==> src/rtl/pixel_pkg.sv <==
`default_nettype none

package pixel_pkg;

    localparam int PIX_W = 8;
    localparam int WIN_ROWS = 5;
    localparam int BLK_OUT = 3;                    // also the block stride in columns

    // default geometry, four overlapping 5x5 blocks per window
    localparam int DEF_BLOCKS = 4;
    localparam int DEF_COLS = BLK_OUT * DEF_BLOCKS + 2;

    typedef logic [PIX_W-1:0] pix_t;

    // row 0 first, column 0 in the top pixel of each row
    typedef pix_t [WIN_ROWS*DEF_COLS-1:0] window_t;

    // output (0,0) on top, row-major
    typedef pix_t [BLK_OUT*BLK_OUT-1:0] block_t;

    typedef block_t [DEF_BLOCKS-1:0] blockset_t;   // block 0 on top

    function automatic pix_t median3(
        input pix_t a,
        input pix_t b,
        input pix_t c
    );
        pix_t lo;
        pix_t hi;
        lo = (a < b) ? a : b;
        hi = (a < b) ? b : a;
        if (c <= lo) begin
            return lo;
        end
        if (c >= hi) begin
            return hi;
        end
        return c;
    endfunction

endpackage

`default_nettype wire

==> src/rtl/flow_pkg.sv <==
`default_nettype none

package flow_pkg;

    localparam int CREDIT_W = 4;
    localparam int PTR_W = 3;            // address bits plus wrap bit

    // output credits held toward the consumer
    typedef logic [CREDIT_W-1:0] credit_t;

    // result FIFO pointer, MSB tells full from empty
    typedef logic [PTR_W-1:0] ptr_t;

endpackage

`default_nettype wire

==> src/rtl/result_fifo.sv <==
`timescale 1ns/10ps
`default_nettype none

module result_fifo #(
    parameter int NUM_BLOCKS = 4,
    parameter int FIFO_DEPTH = 4
) (
    input  logic clk,
    input  logic fifo_we,
    input  flow_pkg::ptr_t wr_ptr,
    input  flow_pkg::ptr_t rd_ptr,
    input  pixel_pkg::block_t [NUM_BLOCKS-1:0] blocks,
    output pixel_pkg::block_t [NUM_BLOCKS-1:0] block_out
);
    import pixel_pkg::*;

    localparam int AW = $clog2(FIFO_DEPTH);

    block_t [NUM_BLOCKS-1:0] mem [FIFO_DEPTH];
    logic                    not_empty;

    assign not_empty = (rd_ptr != wr_ptr);

    always_ff @(posedge clk) begin
        if (fifo_we) begin
            mem[wr_ptr[AW-1:0]] <= blocks;
        end
    end

    // head entry is loaded at the pop edge, same edge as out_valid
    // and holds once the FIFO runs empty
    always_ff @(posedge clk) begin
        if (not_empty) begin
            block_out <= mem[rd_ptr[AW-1:0]];
        end
    end

endmodule

`default_nettype wire

==> config.mk <==
export PLATFORM = sky130hd
export DESIGN_NAME = result_fifo
export DESIGN_NICKNAME = d
export VERILOG_FILES = /design/src/rtl/pixel_pkg.sv /design/src/rtl/flow_pkg.sv /design/src/rtl/result_fifo.sv
export SDC_FILE = /design/constraint.sdc
export NUM_CORES = 1
export LEC_CHECK = 0
export ABC_CLOCK_PERIOD_IN_PS = 49300
export BUFFER_PORTS_ARGS = -buffer_cell sky130_fd_sc_hd__buf_2
export CAP_MARGIN = 10
export CORE_ASPECT_RATIO = 1.5
export CORE_MARGIN = 8
export CORE_UTILIZATION = 45
export CTS_CLUSTER_DIAMETER = 60
export DETAILED_ROUTE_END_ITERATION = 10
export GPL_ROUTABILITY_DRIVEN = 0
export GPL_TIMING_DRIVEN = 0
export SYNTH_ARGS = -nofsm -noshare
export SYNTH_HDL_FRONTEND = slang
export SYNTH_SLANG_ARGS = --single-unit
export TNS_END_PERCENT = 1
==> constraint.sdc <==
create_clock -name clk -period 49.3 [get_ports clk]
set_clock_uncertainty 0.15 [all_clocks]
set_input_delay 7.395 -clock clk [delete_from_list [all_inputs] [get_ports clk]]
set_output_delay 7.395 -clock clk [all_outputs]
set_load 0.01 [all_outputs]
==> summary.md <==
| Metric | Value |
|---|---|
| CP startpoint kind | input port |
| # placed instances | 3891 |
| Clk_lat worst skew | 740 ps |
| Area contributors post-synth | edfxtp_1 86%, mux4_2 13%, buf_6 0.56% |
| Overall Global Routing Usage | 17.8% |
| Met3 routed wirelength | 9.70 mm |
| Final setup violation count | 0 |
| Syn Inst Count | 1801 |
| Hold Path Origin | mem[0][191]$_DFFE_PP_ |
| Max-slew violation count | 0 |
| Async set-reset flop share out of synthesis | 0% |
| Initial Util | 45.2% |
| WL met2 | 55.9 mm |
| Total negative slack | 0 ps |
| Worst-path fanout max | 11 |
| Number of synthesis warnings | 0 |
| DR iter-0 viols | 1438 |
| Worst-margin pin slew | 1010 ps |
| # resized after CTS | 0 |
| Syn Std Cell Area | 0.0503 sq mm |
| Endpoint type of the worst setup path | flip-flop |
| First-pass GRT wire length | 159 mm |
| Number of global-route vias before repair | 23724 |
| Die H | 425 um |
| Ys flop type | edfxtp_1 |
| VDD IR-drop max | 0.0360 mV |
| Core area | 0.111 sq mm |
| Fmax | 0.100 GHz |
| Final hold violation count | 0 |
| TritonCTS clock tree | done |
| Reg2reg start | mem[3][210]$_DFFE_PP_ |
| Sequential fraction of the synthesis area | 86.0% |
| TritonCTS Buffers | 135 |
| Synthesized area per cell | 27.9 sq um |
| Drt via density | 5.26 |
| Setup CP Type | in -> reg |
| Cell count of the worst reg-to-reg path | 1 |
| RSZ-0062 raised after global routing | no |
| DR WL/cell | 26.3 um |
| Adder-cell share of the synthesized area | 0% |
| Leakage | 0.0207 uW |
| H-tree depth | 4 |
| DIE WIDTH | 289 um |
| Synth top cells by count | 1440 x edfxtp_1, 288 x mux4_2, 30 x buf_2, 25 x buf_6, 8 x clkbuf_1 |
| CTS Hold Bufs | 0 |
| Pwr Density | 44.0 mW/mm^2 |
| Cells on Worst Hold Path | 1 |
| Critical Path AT | 10240 ps |
| Top-area cell type share of the netlist area | 86.0% |
| M1 wire length | 40.1 mm |
| Clock-pin slew on the worst setup and hold paths | 60 ps |
| WL final | 110 mm |
| Largest family of logic cells by synthesized area | multiplexers |
| Most common cell in the netlist | edfxtp_1 |
| Initial antenna violation count | 61 |
| Final HPWL DP | 74.8 mm |
| Worst slack at placement | 38540 ps |
| Final worst setup slack | 39350 ps |
| Final instance count without filler cells | 4171 |
| Boundary Pins | 584 |
| Detailed Routing Iterations Pass 1 | 5 |
| Rows | 150 |
| Slew margin rel. | 32.1% |
| Min-Delay Path Class | reg -> reg |
| Pin count of the biggest net entering global routing | 54 |
| Die area | 0.123 sq mm |
| Worst Hold Endpoint | block_out[191]$_DFFE_PP_ |
| Top cell type by total area after synthesis | edfxtp_1 |
| Synth Register Bits | 1440 |
| DP Area | 0.0562 sq mm |
| Reg-to-reg critical path endpoint | block_out[210]$_DFFE_PP_ |
| Simple-Gate Fraction of Synth Area | 0.0697% |
| Post-synthesis mux area share | 12.9% |
| Period utilisation layout | 20.2% |
| CP required | 49590 ps |
| Number of enable flip-flop cells after synthesis | 1440 |
| P&R area growth vs syn | 20.5% |
| Via count | 21925 |
| Layout cells sized above 1 | 44.0% |
| Clk root buf | clkbuf_16 |
| Setup bufs post-CTS | 0 |
| Max-capacitance violation count | 0 |
| Setup slack, reg-to-reg | 47980 ps |
| Post-route ant nets | 0 |
| Mapped Nets | 2097 |
| Top Layer Used | met5 |
| Synth unique cells | 13 |
| XOR/XNOR Fraction of Synth Area | 0.0523% |
| Final #Nets | 2880 |
| Max clock buf depth | 3 |
| Minimum clock period | 9950 ps |
| Port-buffer cells | 581 |
| Final instance area | 0.0606 sq mm |
| Congestion Overflow GR | 0 |
| Compound-cell area share of the yosys netlist | 0% |
| Outcome | completed |
| DRC errors left | 0 |
| Hold Worst Slack | 455 ps |
| Clock sinks | 1440 |
-- cell usage in the layout (no fill, tap or decap) --
cell type and count:
edfxtp_1 1440, diode_2 39, and3b_4 1, clkbuf_1 33
clkinvlp_4 3, buf_2 611, clkinv_4 3, clkbuf_16 143
clkinv_1 27, buf_6 50, inv_6 4, and3_4 1
buf_8 7, xnor2_1 3, buf_16 19, nand3_4 1
nor3b_2 1, nand2_1 1, mux4_2 288, nor2_4 1
bufinv_16 9, buf_12 12, clkinv_8 4, inv_8 1
clkinv_2 22, buf_4 3
-- how the worst max path moves through the flow --
stage,from,to,slack [ps],cells after the start
2_1_floorplan,wr_ptr[0],mem[0][0]$_DFFE_PP_,19600,1
3_3_place_gp,wr_ptr[1],mem[0][227]$_DFFE_PP_,1150,2
3_5_place_dp,wr_ptr[1],mem[0][222]$_DFFE_PP_,38540,12
4_1_cts,wr_ptr[1],mem[0][264]$_DFFE_PP_,39380,12
5_1_grt,wr_ptr[1],mem[0][259]$_DFFE_PP_,39240,12
6_report,wr_ptr[1],mem[0][259]$_DFFE_PP_,39350,12
-- cell families (layout without fill, tap and decap cells) --
| family | Yosys count | count (layout) |
|---|---|---|
| flops | 1440 | 1440 |
| buf+inv | 64 | 951 |
| simple gates | 6 | 6 |
| xor+xnor | 3 | 3 |
| mux | 288 | 288 |
| other cells | 0 | 39 |
-- area by class of cell --
cell class                 count  area (sq um)
antenna                       39          97.6
buffer                        64           469
clock buffer                 168          3670
clock inverter                73           642
fill                        8357         50500
multi-input combinational    297          6580
sequential                  1440         43200
tap                         1444          1810
timing repair buffer         646          4070
-- stage by stage --
stage	utilization [%]	total power, uW
after floorplan	-	1590
after global routing	54.5	2760
after global placement	49.5	1700
after CTS	54.4	2700
final	54.5	2660
after detailed placement	50.6	1680
-- sequential cells by signal (all words and copies together) (netlist names) --
name       count
mem         1152
block_out    288
-- routing by layer --
layer	vias to the layer above	global-route usage, %
met5	-	0
met1	11466	20.5
li1	9472	-
met2	736	29.4
met3	223	7.09
met4	28	7.57
-- power by group --
| part | internal [uW] | switching (uW) | total [uW] |
|---|---|---|---|
| combinational | 77.9 | 107 | 185 |
| clock | 577 | 434 | 1010 |
| sequential | 1440 | 23.2 | 1470 |
-- critical path, stage by stage --
cell and delay, ps:
buf_2 150, nor3b_2 820, buf_6 280, buf_6 160, buf_6 150, buf_6 170, buf_8 160, buf_6 170
buf_6 190, buf_6 190, buf_6 170, buf_6 170
(Power assumes the default switching activity.)
