==> src/rtl/pixel_pkg.sv <==
`default_nettype none

package pixel_pkg;

    localparam int PIX_W = 8;
    localparam int WIN_ROWS = 5;
    localparam int BLK_OUT = 3;                    // also the block stride in columns

    // default geometry, four overlapping 5x5 blocks per window
    localparam int DEF_BLOCKS = 4;
    localparam int DEF_COLS = BLK_OUT * DEF_BLOCKS + 2;

    typedef logic [PIX_W-1:0] pix_t;

    // row 0 first, column 0 in the top pixel of each row
    typedef pix_t [WIN_ROWS*DEF_COLS-1:0] window_t;

    // output (0,0) on top, row-major
    typedef pix_t [BLK_OUT*BLK_OUT-1:0] block_t;

    typedef block_t [DEF_BLOCKS-1:0] blockset_t;   // block 0 on top

    function automatic pix_t median3(
        input pix_t a,
        input pix_t b,
        input pix_t c
    );
        pix_t lo;
        pix_t hi;
        lo = (a < b) ? a : b;
        hi = (a < b) ? b : a;
        if (c <= lo) begin
            return lo;
        end
        if (c >= hi) begin
            return hi;
        end
        return c;
    endfunction

endpackage

`default_nettype wire

==> src/rtl/row_median_stage.sv <==
`timescale 1ns/10ps
`default_nettype none

module row_median_stage #(
    parameter int NUM_BLOCKS = 4
) (
    input  logic clk,
    input  logic row_en,
    input  pixel_pkg::pix_t [pixel_pkg::WIN_ROWS*(pixel_pkg::BLK_OUT*NUM_BLOCKS+2)-1:0] pix_in,
    output pixel_pkg::pix_t row_med [pixel_pkg::WIN_ROWS][pixel_pkg::BLK_OUT*NUM_BLOCKS]
);
    import pixel_pkg::*;

    localparam int WIN_COLS = BLK_OUT * NUM_BLOCKS + 2;
    localparam int NUM_POS = BLK_OUT * NUM_BLOCKS;     // distinct horizontal triples
    localparam int NUM_PIX = WIN_ROWS * WIN_COLS;

    pix_t win [WIN_ROWS][WIN_COLS];

    // unpack, pixel (0,0) sits at the top of the vector
    always_comb begin
        for (int r = 0; r < WIN_ROWS; r++) begin
            for (int c = 0; c < WIN_COLS; c++) begin
                win[r][c] = pix_in[NUM_PIX-1-(r*WIN_COLS+c)];
            end
        end
    end

    always_ff @(posedge clk) begin
        if (row_en) begin
            for (int r = 0; r < WIN_ROWS; r++) begin
                for (int c = 0; c < NUM_POS; c++) begin
                    row_med[r][c] <= median3(win[r][c], win[r][c+1], win[r][c+2]);
                end
            end
        end
    end

endmodule

`default_nettype wire

==> config.mk <==
export PLATFORM = sky130hd
export DESIGN_NAME = row_median_stage
export DESIGN_NICKNAME = d
export VERILOG_FILES = /design/src/rtl/pixel_pkg.sv /design/src/rtl/row_median_stage.sv
export SDC_FILE = /design/constraint.sdc
export NUM_CORES = 2
export LEC_CHECK = 0
export BUFFER_PORTS_ARGS = -buffer_cell sky130_fd_sc_hd__buf_2
export CORE_ASPECT_RATIO = 0.7
export CORE_MARGIN = 5
export CORE_UTILIZATION = 45
export DETAILED_ROUTE_END_ITERATION = 12
export PLACE_DENSITY = 0.69
export SETUP_SLACK_MARGIN = 0.1
export SLEW_MARGIN = 30
export SYNTH_ARGS = -nofsm -noshare
export SYNTH_HDL_FRONTEND = slang
export SYNTH_SLANG_ARGS = --single-unit
export TNS_END_PERCENT = 20
==> constraint.sdc <==
create_clock -name clk -period 5.8 [get_ports clk]
set_input_delay 0.29 -clock clk [delete_from_list [all_inputs] [get_ports clk]]
set_output_delay 0.29 -clock clk [all_outputs]
set_load 0.01 [all_outputs]
==> metrics.md <==
| Metric | Value |
|---|---|
| GP Congestion | `0.982` |
| Num rows | `115` |
| Post-synth EDFFs | `480` |
| Worst hold path type | `primary input to register` |
| Post-Synthesis Cell Area | `approximately 0.063 mm2` |
| Setup TNS | `0 ns` |
| Synth Area per Inst | `around 8.6 um2` |
| CTS clk-pin slew, worst paths | `~0.060 ns` |
| Synthesized flop and latch total | `480` |
| Max reg flops | `480` |
| Cell area power density | `between 200 and 300 mW/mm2` |
| Post-CTS setup buffer count | `0` |
| Max VDD drop | `between 0.2 and 0.25 mV` |
| Hold buffer count at CTS | `31` |
| Iteration count of the initial detailed-routing pass | `6` |
| Fin area | `0.0732 mm2` |
| RSZ-0062 raised after global routing | `false` |
| Slew Limit Fails | `0` |
| CTS buffer count | `58` |
| Share of flip-flops with an asynchronous set or reset | `0` |
| Vias in the first global route | `a little over 60000` |
| CP Max Fanout | `34` |
| Placed cells | `between 10000 and 15000` |
| Initial core utilization | `0.452` |
| Post-synth top flop | `edfxtp_1` |
| GRT overflow | `0` |
| Share of post-route cells with drive strength above 1 | `0.183` |
| Clock Path Buffers | `3` |
| H-tree Lvls | `2` |
| Rel. slew slack | `0.355` |
| Root buffer cell | `clkbuf_16` |
| Syn_nets | `9287` |
| Via Count | `between 60000 and 70000` |
| CP Data Arrival Time | `between 5 and 6 ns` |
| Number of port buffers | `1041` |
| Setup violations, final | `0` |
| WP data required | `around 6.2 ns` |
| CORE AREA | `~0.14 mm2` |
| Fin cells | `10297` |
| First-pass GRT wire length | `about 370000 um` |
| Critical Path End | `row_med[192]$_DFFE_PP_` |
| Synthesis warning total | `0` |
| Seq/Total Area, Yosys | `0.227` |
| Register name with the most flops | `row_med` |
| Clock sinks | `480` |
| Max_cap viols | `0` |
| DR WL/cell | `approximately 25 um` |
| Antenna-violating nets left | `0` |
| Synth cell types | `62` |
| Hold-critical path depth | `3` |
| Initial DRC Count | `roughly 6700` |
| Tightest Pin Transition | `0.940 ns` |
| CP endpoint kind | `register` |
| Die W | `459 um` |
| Area growth syn-to-layout | `15.3%` |
| Startpoint types | `primary input` |
| Dpl cell area | `0.0707 mm2` |
| Post-CTS Resized | `0` |
| DP Wirelength | `197000 um` |
| Number of remaining DRC errors | `0` |
| Largest regs | `row_med: 480 flops` |
| Hold Fails Final Rpt | `0` |
| Fmax | `around 0.22 GHz` |
| Nets | `about 10000` |
| Filler cells | `~13000` |
| Die area | `between 0.1 and 0.15 mm2` |
| Initial antenna violation count | `70` |
| CTS tree | `built` |
| Status | `completed` |
| Pleak | `between 30 and 40 nW` |
| Critical Path Start | `pix_in[232]` |
| Die Ht | `between 300 and 400 um` |
| Largest net degree at the start of global routing | `around 130` |
| I/O Pins | `1042` |
| Total track usage | `0.320` |
| Fin crit share | `0.788` |
| Minimum clock period | `between 4 and 5 ns` |
| Cell count after synthesis | `around 7300` |
| Vias per Instance | `~6.3` |
| Total Routed Length | `around 250000 um` |
| Crit path kind | `primary input to register` |
-- critical path, cell delays in order --
cell and delay, ns:
dlygate4sd3_1 0.52, buf_2 0.16, nor3b_1 0.20, o21bai_1 0.12
a21oi_1 0.27, o21ai_0 0.17, a21oi_2 0.15, buf_4 0.32
nor2_1 0.07, a21oi_1 0.17, ha_1 0.29, a21oi_1 0.16
o21ai_0 0.19, o22ai_1 0.70, mux2i_1 0.17, buf_4 0.22
o221a_2 0.27, dlygate4sd3_1 0.56
-- cell usage after synthesis, types with 32 or more instances --
library cell / instances / area [um2]
a211oi_1: 36 / 270
clkbuf_1: 160 / 601
ha_1: 1380 / 17300
a21o_1: 131 / 983
o22ai_1: 269 / 1680
nand4_1: 135 / 845
nand2b_1: 77 / 482
nand2_1: 310 / 1160
nor2b_1: 49 / 307
inv_1: 523 / 1960
mux2i_1: 372 / 3720
buf_2: 32 / 160
a2111oi_0: 52 / 455
o21a_1: 64 / 480
nor2_1: 974 / 3660
or3_1: 35 / 219
a221oi_1: 54 / 473
o21ai_1: 35 / 175
o211ai_1: 42 / 315
o21ai_0: 280 / 1400
and3_1: 52 / 325
a221oi_2: 59 / 886
a31oi_1: 35 / 219
nand3_1: 82 / 410
a21oi_1: 1100 / 5510
o221a_2: 134 / 1510
nor3_1: 48 / 240
edfxtp_1: 480 / 14400
-- per-layer routing --
layer	GRT usage	wire (um)
met5	0	192
met3	0.0678	25400
met2	0.505	111000
met1	0.409	101000
met4	0.185	16800
-- where the power goes --
part | total, mW | internal, mW | switching (mW) | leakage, nW
Sequential | 5.17 | 4.88 | 0.295 | 4.72
Combinational | 9.72 | 3.68 | 6.03 | 28.7
Clock | 3.90 | 2.18 | 1.72 | 0.949
Total | 18.8 | 10.7 | 8.05 | 34.4
-- how the worst min path moves through the flow --
stage	startpoint	end	slack [ns]
floorplan	row_en	row_med[0]$_DFFE_PP_	0.40
global placement	pix_in[115]	row_med[99]$_DFFE_PP_	0.66
detailed placement	pix_in[113]	row_med[97]$_DFFE_PP_	0.67
CTS	pix_in[330]	row_med[282]$_DFFE_PP_	0.001
global route	pix_in[221]	row_med[189]$_DFFE_PP_	0.03
finish	pix_in[448]	row_med[384]$_DFFE_PP_	0.05
-- cells by family after synthesis --
kind of cell,after synthesis,synth area share
AO/OA/AOI/OAI,2488,0.258
AND/OR/NAND/NOR,1829,0.129
adder cells (fa/ha/maj),1380,0.272
buffers and inverters,757,0.0469
flip-flops,480,0.227
multiplexers,411,0.0671
-- through the flow --
stage | util | hold slack, ns | setup slack (ns) | total power [mW]
floorplan | - | 0.402 | 1.75 | 11.2
global placement | 0.504 | 0.660 | 0.846 | 14.4
detailed placement | 0.504 | 0.671 | 0.784 | 14.7
CTS | 0.520 | 0.00147 | 1.44 | 18.7
global route | 0.521 | 0.0266 | 0.906 | 20.0
finish | 0.522 | 0.0474 | 1.23 | 18.8
-- layout by cell type (no fill, tap or decap), types with 64 or more instances in the layout --
| cell | instances |
|---|---|
| nor2_1 | 974 |
| buf_4 | 64 |
| o221a_2 | 134 |
| edfxtp_1 | 480 |
| nand2_1 | 310 |
| a21o_1 | 131 |
| nand4_1 | 135 |
| o21ai_0 | 280 |
| o22ai_1 | 269 |
| inv_1 | 523 |
| o21a_1 | 64 |
| buf_2 | 1040 |
| a21oi_1 | 1092 |
| mux2i_1 | 371 |
| nand3_1 | 82 |
| ha_1 | 1380 |
| nand2b_1 | 77 |
-- cell type report --
class,instances,area (um2),share of cell area
diodes,58,145,0.00198
multi-input cells,6108,46300,0.632
well taps,1872,2340,0.0320
clock buffers,62,1490,0.0203
clock inverters,45,477,0.00651
inverters,534,2000,0.0274
repair buffers,1138,6050,0.0827
flip-flops and latches,480,14400,0.197
(Power assumes the default switching activity.)
