**src/rtl/flow_pkg.sv**
```systemverilog
`default_nettype none

package flow_pkg;

    localparam int CREDIT_W = 4;
    localparam int PTR_W = 3;            // address bits plus wrap bit

    // output credits held toward the consumer
    typedef logic [CREDIT_W-1:0] credit_t;

    // result FIFO pointer, MSB tells full from empty
    typedef logic [PTR_W-1:0] ptr_t;

endpackage

`default_nettype wire

```
**src/rtl/denoise_ctrl.sv**
```systemverilog
`timescale 1ns/10ps
`default_nettype none

module denoise_ctrl (
    input  logic clk,
    input  logic rst_n,

    input  logic in_valid,
    input  logic out_credit,

    // stage and FIFO control
    output logic row_en,
    output logic col_en,
    output logic fifo_we,
    output flow_pkg::ptr_t wr_ptr,
    output flow_pkg::ptr_t rd_ptr,

    output logic out_valid,
    output logic in_credit
);
    import flow_pkg::*;

    logic    valid_row;       // window held in the row stage
    logic    valid_col;       // window held in the col stage
    credit_t credits;
    logic    credit_full;
    logic    fifo_empty;
    logic    pop;

    assign row_en = in_valid;
    assign col_en = valid_row;
    assign fifo_we = valid_col;

    assign fifo_empty = (wr_ptr == rd_ptr);
    assign credit_full = &credits;
    assign pop = !fifo_empty && (credits != '0);

    // valid pipe, follows the data through both median stages
    always_ff @(posedge clk) begin
        if (!rst_n) begin
            valid_row <= 1'b0;
            valid_col <= 1'b0;
        end else begin
            valid_row <= in_valid;
            valid_col <= valid_row;
        end
    end

    always_ff @(posedge clk) begin
        if (!rst_n) begin
            wr_ptr <= '0;
            rd_ptr <= '0;
        end else begin
            if (fifo_we) begin
                wr_ptr <= wr_ptr + 1'b1;
            end
            if (pop) begin
                rd_ptr <= rd_ptr + 1'b1;
            end
        end
    end

    // grants past the counter range are dropped
    always_ff @(posedge clk) begin
        if (!rst_n) begin
            credits <= '0;
        end else if (out_credit && !pop) begin
            if (!credit_full) begin
                credits <= credits + 1'b1;
            end
        end else if (pop && !out_credit) begin
            credits <= credits - 1'b1;
        end
    end

    // a leaving result frees one FIFO slot upstream
    always_ff @(posedge clk) begin
        if (!rst_n) begin
            out_valid <= 1'b0;
            in_credit <= 1'b0;
        end else begin
            out_valid <= pop;
            in_credit <= pop;
        end
    end

endmodule

`default_nettype wire

```
**config.mk**
```make
export PLATFORM = sky130hd
export DESIGN_NAME = denoise_ctrl
export DESIGN_NICKNAME = d
export VERILOG_FILES = /design/src/rtl/flow_pkg.sv /design/src/rtl/denoise_ctrl.sv
export SDC_FILE = /design/constraint.sdc
export NUM_CORES = 1
export LEC_CHECK = 0
export BUFFER_PORTS_ARGS = -buffer_cell sky130_fd_sc_hd__buf_4
export CORE_MARGIN = 2
export CORE_UTILIZATION = 46
export DETAILED_ROUTE_END_ITERATION = 10
export GPL_TIMING_DRIVEN = 0
export PLACE_DENSITY_LB_ADDON = 0.25
export SYNTH_ARGS = -nofsm -noshare
export SYNTH_HDL_FRONTEND = slang
export SYNTH_SLANG_ARGS = --single-unit
```
**constraint.sdc**
```tcl
create_clock -name clk -period 2.1 [get_ports clk]
set_input_delay 0.525 -clock clk [delete_from_list [all_inputs] [get_ports clk]]
set_output_delay 0.525 -clock clk [all_outputs]
set_load 0.05 [all_outputs]
```
==> results.md <==
Power:
- The total power per unit cell area is 1120 mW/mm^2.
- The cell leakage power is 0.000407 uW.
- IR analysis of the VDD net gives a maximum drop of 0.000571 V.

STA:
- The worst slew margin relative to its limit is 76.9%.
- The worst-case clock skew is 1.78 ps.
- The smallest clock period supported by the final layout is computed as 1950 ps.
- Setup repair after global routing left no endpoint under its margin.
- The slew at the pin with the worst max-slew slack is 346 ps.
- The worst hold margin is 460 ps.
- The aggregate negative setup slack is 0 ps.
- Dividing the final minimum period by the clock period gives 93.0%.
- The maximum achievable frequency is 0.512 GHz.
- The number of hold-slack violations in the final timing report is 0.
- The number of max-slew violations in the final report is 0.
- Setup violations remaining at the end of the flow were counted as 0.

Clocking:
- The library cell used as clock root buffer is clkbuf_4.
- The TritonCTS clock tree is yes.
- The clock reaches the later pin of the worst-skew pair after 280 ps.
- The number of hold-repair buffers added at the cts stage is 0.
- The clock transition at the registers of the reported paths is 80 ps.
- The tree built by TritonCTS fans out to 13 sinks.
- The H-tree level count is 1.
- The maximum count of clock buffers along a single path is 2.
- Clock tree synthesis inserted a total of 3 buffers.

Hold path:
- The path class of the tightest hold or removal check is in -> reg.
- The worst hold path was traced through 2 stages.

Worst setup path:
- Setup slack on the worst reg-to-reg path comes out at 150 ps.
- The critical path launch point is rd_ptr[2].
- Along the worst path, the maximum fanout reaches 4.
- STA classifies the critical path startpoint as a register.
- The endpoint identified for the worst register-to-register timing path is credits[3].
- The length in cells of the worst reg-to-reg path is 9.
- The critical path is of the reg -> reg type.
- Data arrives at the worst endpoint at 2120 ps.
- The critical path goes through xnor2_4 -> a32oi_4 -> nand2b_4 -> ha_1 -> a21o_1 -> a21oi_2 -> o21bai_1 -> o22ai_2 -> mux2i_1.
- The kind of capture point of the worst setup path is a register.
- In this run the critical register-to-register path is launched from rd_ptr[2].
- At the worst endpoint, the required time is 2270 ps.
- Among all stages on the critical path, the largest delay is contributed by dfxtp_4.
- The maximum cell stage delay along the critical path is 370 ps.
- The last element of the critical path is credits[3].

GRT:
- Global routing consumed, on the met1 layer, 17.6% of the routing resources.
- The total overflow reported by the global router is 0.
- The overall track demand over capacity in global routing is 16.2%.
- The wire length of the first global-routing pass is 2170 um.
- The initial antenna violation count is 0.
- For this run, global-route usage on met3 was measured as 3.83%.
- The pin count of the biggest net entering global routing is 11.
- The number of global-route vias before repair is 560.
- For met2 alone, demand over resource in global routing was 27.0%.
- The most heavily used metal layer in global routing is met2.

Placed design:
- Summed over all nets, the half-perimeter wirelength after detailed placement is 905 um.
- The count of input and output buffers is 14.
- Routability-driven placement finished with a final weighted congestion of 0.777.
- After detailed placement, the total cell area comes to 872 sq um.
- After detailed placement, the design holds a cell count of 101.

Final layout:
- The final cell count without fillers is 106.
- Summing all non-filler instances in the final layout gives an area of 970 sq um.
- 0 antenna diodes ended up in the layout.
- The proportion of layout cells with a drive suffix above 1 is 42.2%.
- Relative to the synthesized area, the layout overhead comes to 39.4%.
- After filler insertion, the fill cell instance count of the layout stands at 112.
- The final net count is 100.

Logic synthesis:
- The number of flops mapped to enable cells by yosys is 0.
- The gate count after technology mapping is 71.
- The number of nets in the synthesized netlist is 80.
- In the post-synthesis netlist, the biggest area contributors are dfxtp_1 37%, ha_1 7.2%, and2_1 6.3%.
- The synthesized netlist devotes 20.5% of its cell area to simple gates.
- The number of distinct library cells after synthesis is 29.
- The share of the yosys chip area belonging to registers is 37.4%.
- The top-area cell type share of the netlist area is 37.4%.
- The number of warnings reported in the yosys synthesis log is 0.
- The post-synthesis share of cell area spent on xor and xnor gates is 12.4%.
- For this run, the leading register cell type out of synthesis is dfxtp_1.
- The mux cell area share after synthesis is 4.32%.
- In this run the mean area of a mapped cell was 9.80 sq um.
- The dominant cell type by area after synthesis is dfxtp_1.
- The combined area of all synthesized cells is 696 sq um.
- The synthesized flop and latch total is 13.
- The synthesized netlist devotes 10.1% of its cell area to adder and majority cells.
- The async set-reset flop share out of synthesis is 0%.
- The post-synthesis compound-gate area fraction is 11.3%.
- After synthesis, the largest family of logic cells by area is simple AND/OR/NAND/NOR gates.

Route:
- The length of the first detailed-routing pass in iterations is 3.
- The wire length per cell after detailed routing is 11.8 um.
- The number of vias after detailed routing is 552.
- The routed wire length is 1250 um.
- After detailed routing, the number of remaining DRC violations is 0.
- The violation count after the first detailed-routing iteration is 1.
- Once detail routing completed, the nets flagged for antenna violations numbered 0.
- The post-detailed-route via-to-cell ratio is 5.21.

Die:
- After floorplanning, the core was divided into 14 placement rows.
- The core footprint is 0.00145 sq mm.
- The vertical die dimension is 42.9 um.
- The top-level I/O count is 15.
- The effective utilization at floorplan is 47.8%.
- The total die area is 0.00184 sq mm.
- From left edge to right edge, the die measures 42.9 um.

Run status:
- The run finished with clean final reports.

Flow run:
- Across the run, the number of max-cap violations was 0.
==> worst max-delay path, delay by kind of cell, from the launching register on <==
kind                     cells  cell delay [ps]
flip-flops                   1              370
AND/OR/NAND/NOR              1              190
adder cells (fa/ha/maj)      1              230
AO/OA/AOI/OAI                5              780
multiplexers                 1              110
XOR/XNOR                     1              160
==> registers in the layout (all words and copies together) (netlist names) <==
| name | flops |
|---|---|
| credits | 4 |
| rd_ptr | 3 |
| wr_ptr | 3 |
| col_en | 1 |
| fifo_we | 1 |
| in_credit | 1 |
==> synth_stat cells, types with 2 or more instances <==
| master | count |
|---|---|
| buf_4 | 2 |
| ha_1 | 4 |
| o21ai_1 | 2 |
| nor2b_1 | 3 |
| and2_1 | 7 |
| xor2_1 | 4 |
| nand2_1 | 7 |
| xnor2_1 | 4 |
| mux2i_1 | 3 |
| dfxtp_1 | 13 |
| nand2b_1 | 2 |
| nand3_1 | 3 |
==> per-stage QoR <==
step / setup slack (ps) / total power, uW / utilization [%]
6_report: 147 / 1090 / 66.7
5_1_grt: 6.04 / 1170 / 66.7
4_1_cts: 11.3 / 1050 / 63.6
3_5_place_dp: -128 / 851 / 60.0
3_3_place_gp: -79.8 / 836 / 60.0
2_1_floorplan: 1.33 / 749 / -
==> cells in the final DEF (no fill, tap or decap) <==
cell	n
buf_2	1
clkbuf_4	3
dfxtp_2	2
dfxtp_1	5
nor2b_1	3
clkinv_2	1
o22ai_2	1
a2bb2o_1	1
clkbuf_1	1
nor2_1	1
nor3_4	1
nand2b_1	1
fa_1	1
dfxtp_4	6
nand2_1	7
a32oi_4	1
or3b_1	1
nand2b_4	1
o21ai_1	2
nand3_1	3
a21oi_2	1
a21o_1	1
mux2i_1	3
xnor2_1	2
xnor2_4	3
nand4b_1	1
o21bai_1	1
inv_1	1
a32oi_1	1
and2_1	7
xor2_1	4
o31ai_1	1
buf_4	17
ha_1	4
==> repair_timing <==
| item | 4_1_cts | 5_1_grt |
|---|---|---|
| gates resized for setup | 3 | 6 |
| pin swaps | 1 | 2 |
| setup endpoints to repair | 1 | 1 |
| setup buffers | 1 | 0 |
==> routing by layer <==
| metal | routed length, um | vias up |
|---|---|---|
| li1 | - | 281 |
| met1 | 550 | 257 |
| met2 | 632 | 12 |
| met3 | 57 | 2 |
| met4 | 9 | 0 |
| met5 | 0 | - |
==> cell type report <==
class	instances	area [sq um]	share of cell area [%]
clock inverter	1	5.00	0.516
timing repair buffer	15	113	11.6
clock buffer	3	22.5	2.32
tap	16	20.0	2.06
multi-input combinational	53	497	51.2
sequential	13	285	29.4
buffer	4	23.8	2.45
inverter	1	3.75	0.387
==> worst min-delay path by stage <==
stage	slack, ps	end	from
floorplan	470	credits[3]	credits[3]
global placement	440	fifo_we	col_en
detailed placement	450	fifo_we	col_en
CTS	450	col_en	in_valid
global route	470	col_en	in_valid
finish	460	col_en	in_valid
==> cell families after synthesis <==
group | after synthesis
xor+xnor | 9
flops | 13
fa+ha+maj | 5
simple gates | 26
compound gates | 10
mux | 3
buf+inv | 5
==> where the power goes <==
part,switching [uW],internal [uW],leakage [uW]
combinational,274,266,0.000278
clock,83.9,70.6,0.0000177
sequential,88.8,301,0.000112
total,447,638,0.000407
Power figures use the tool's default switching activity.
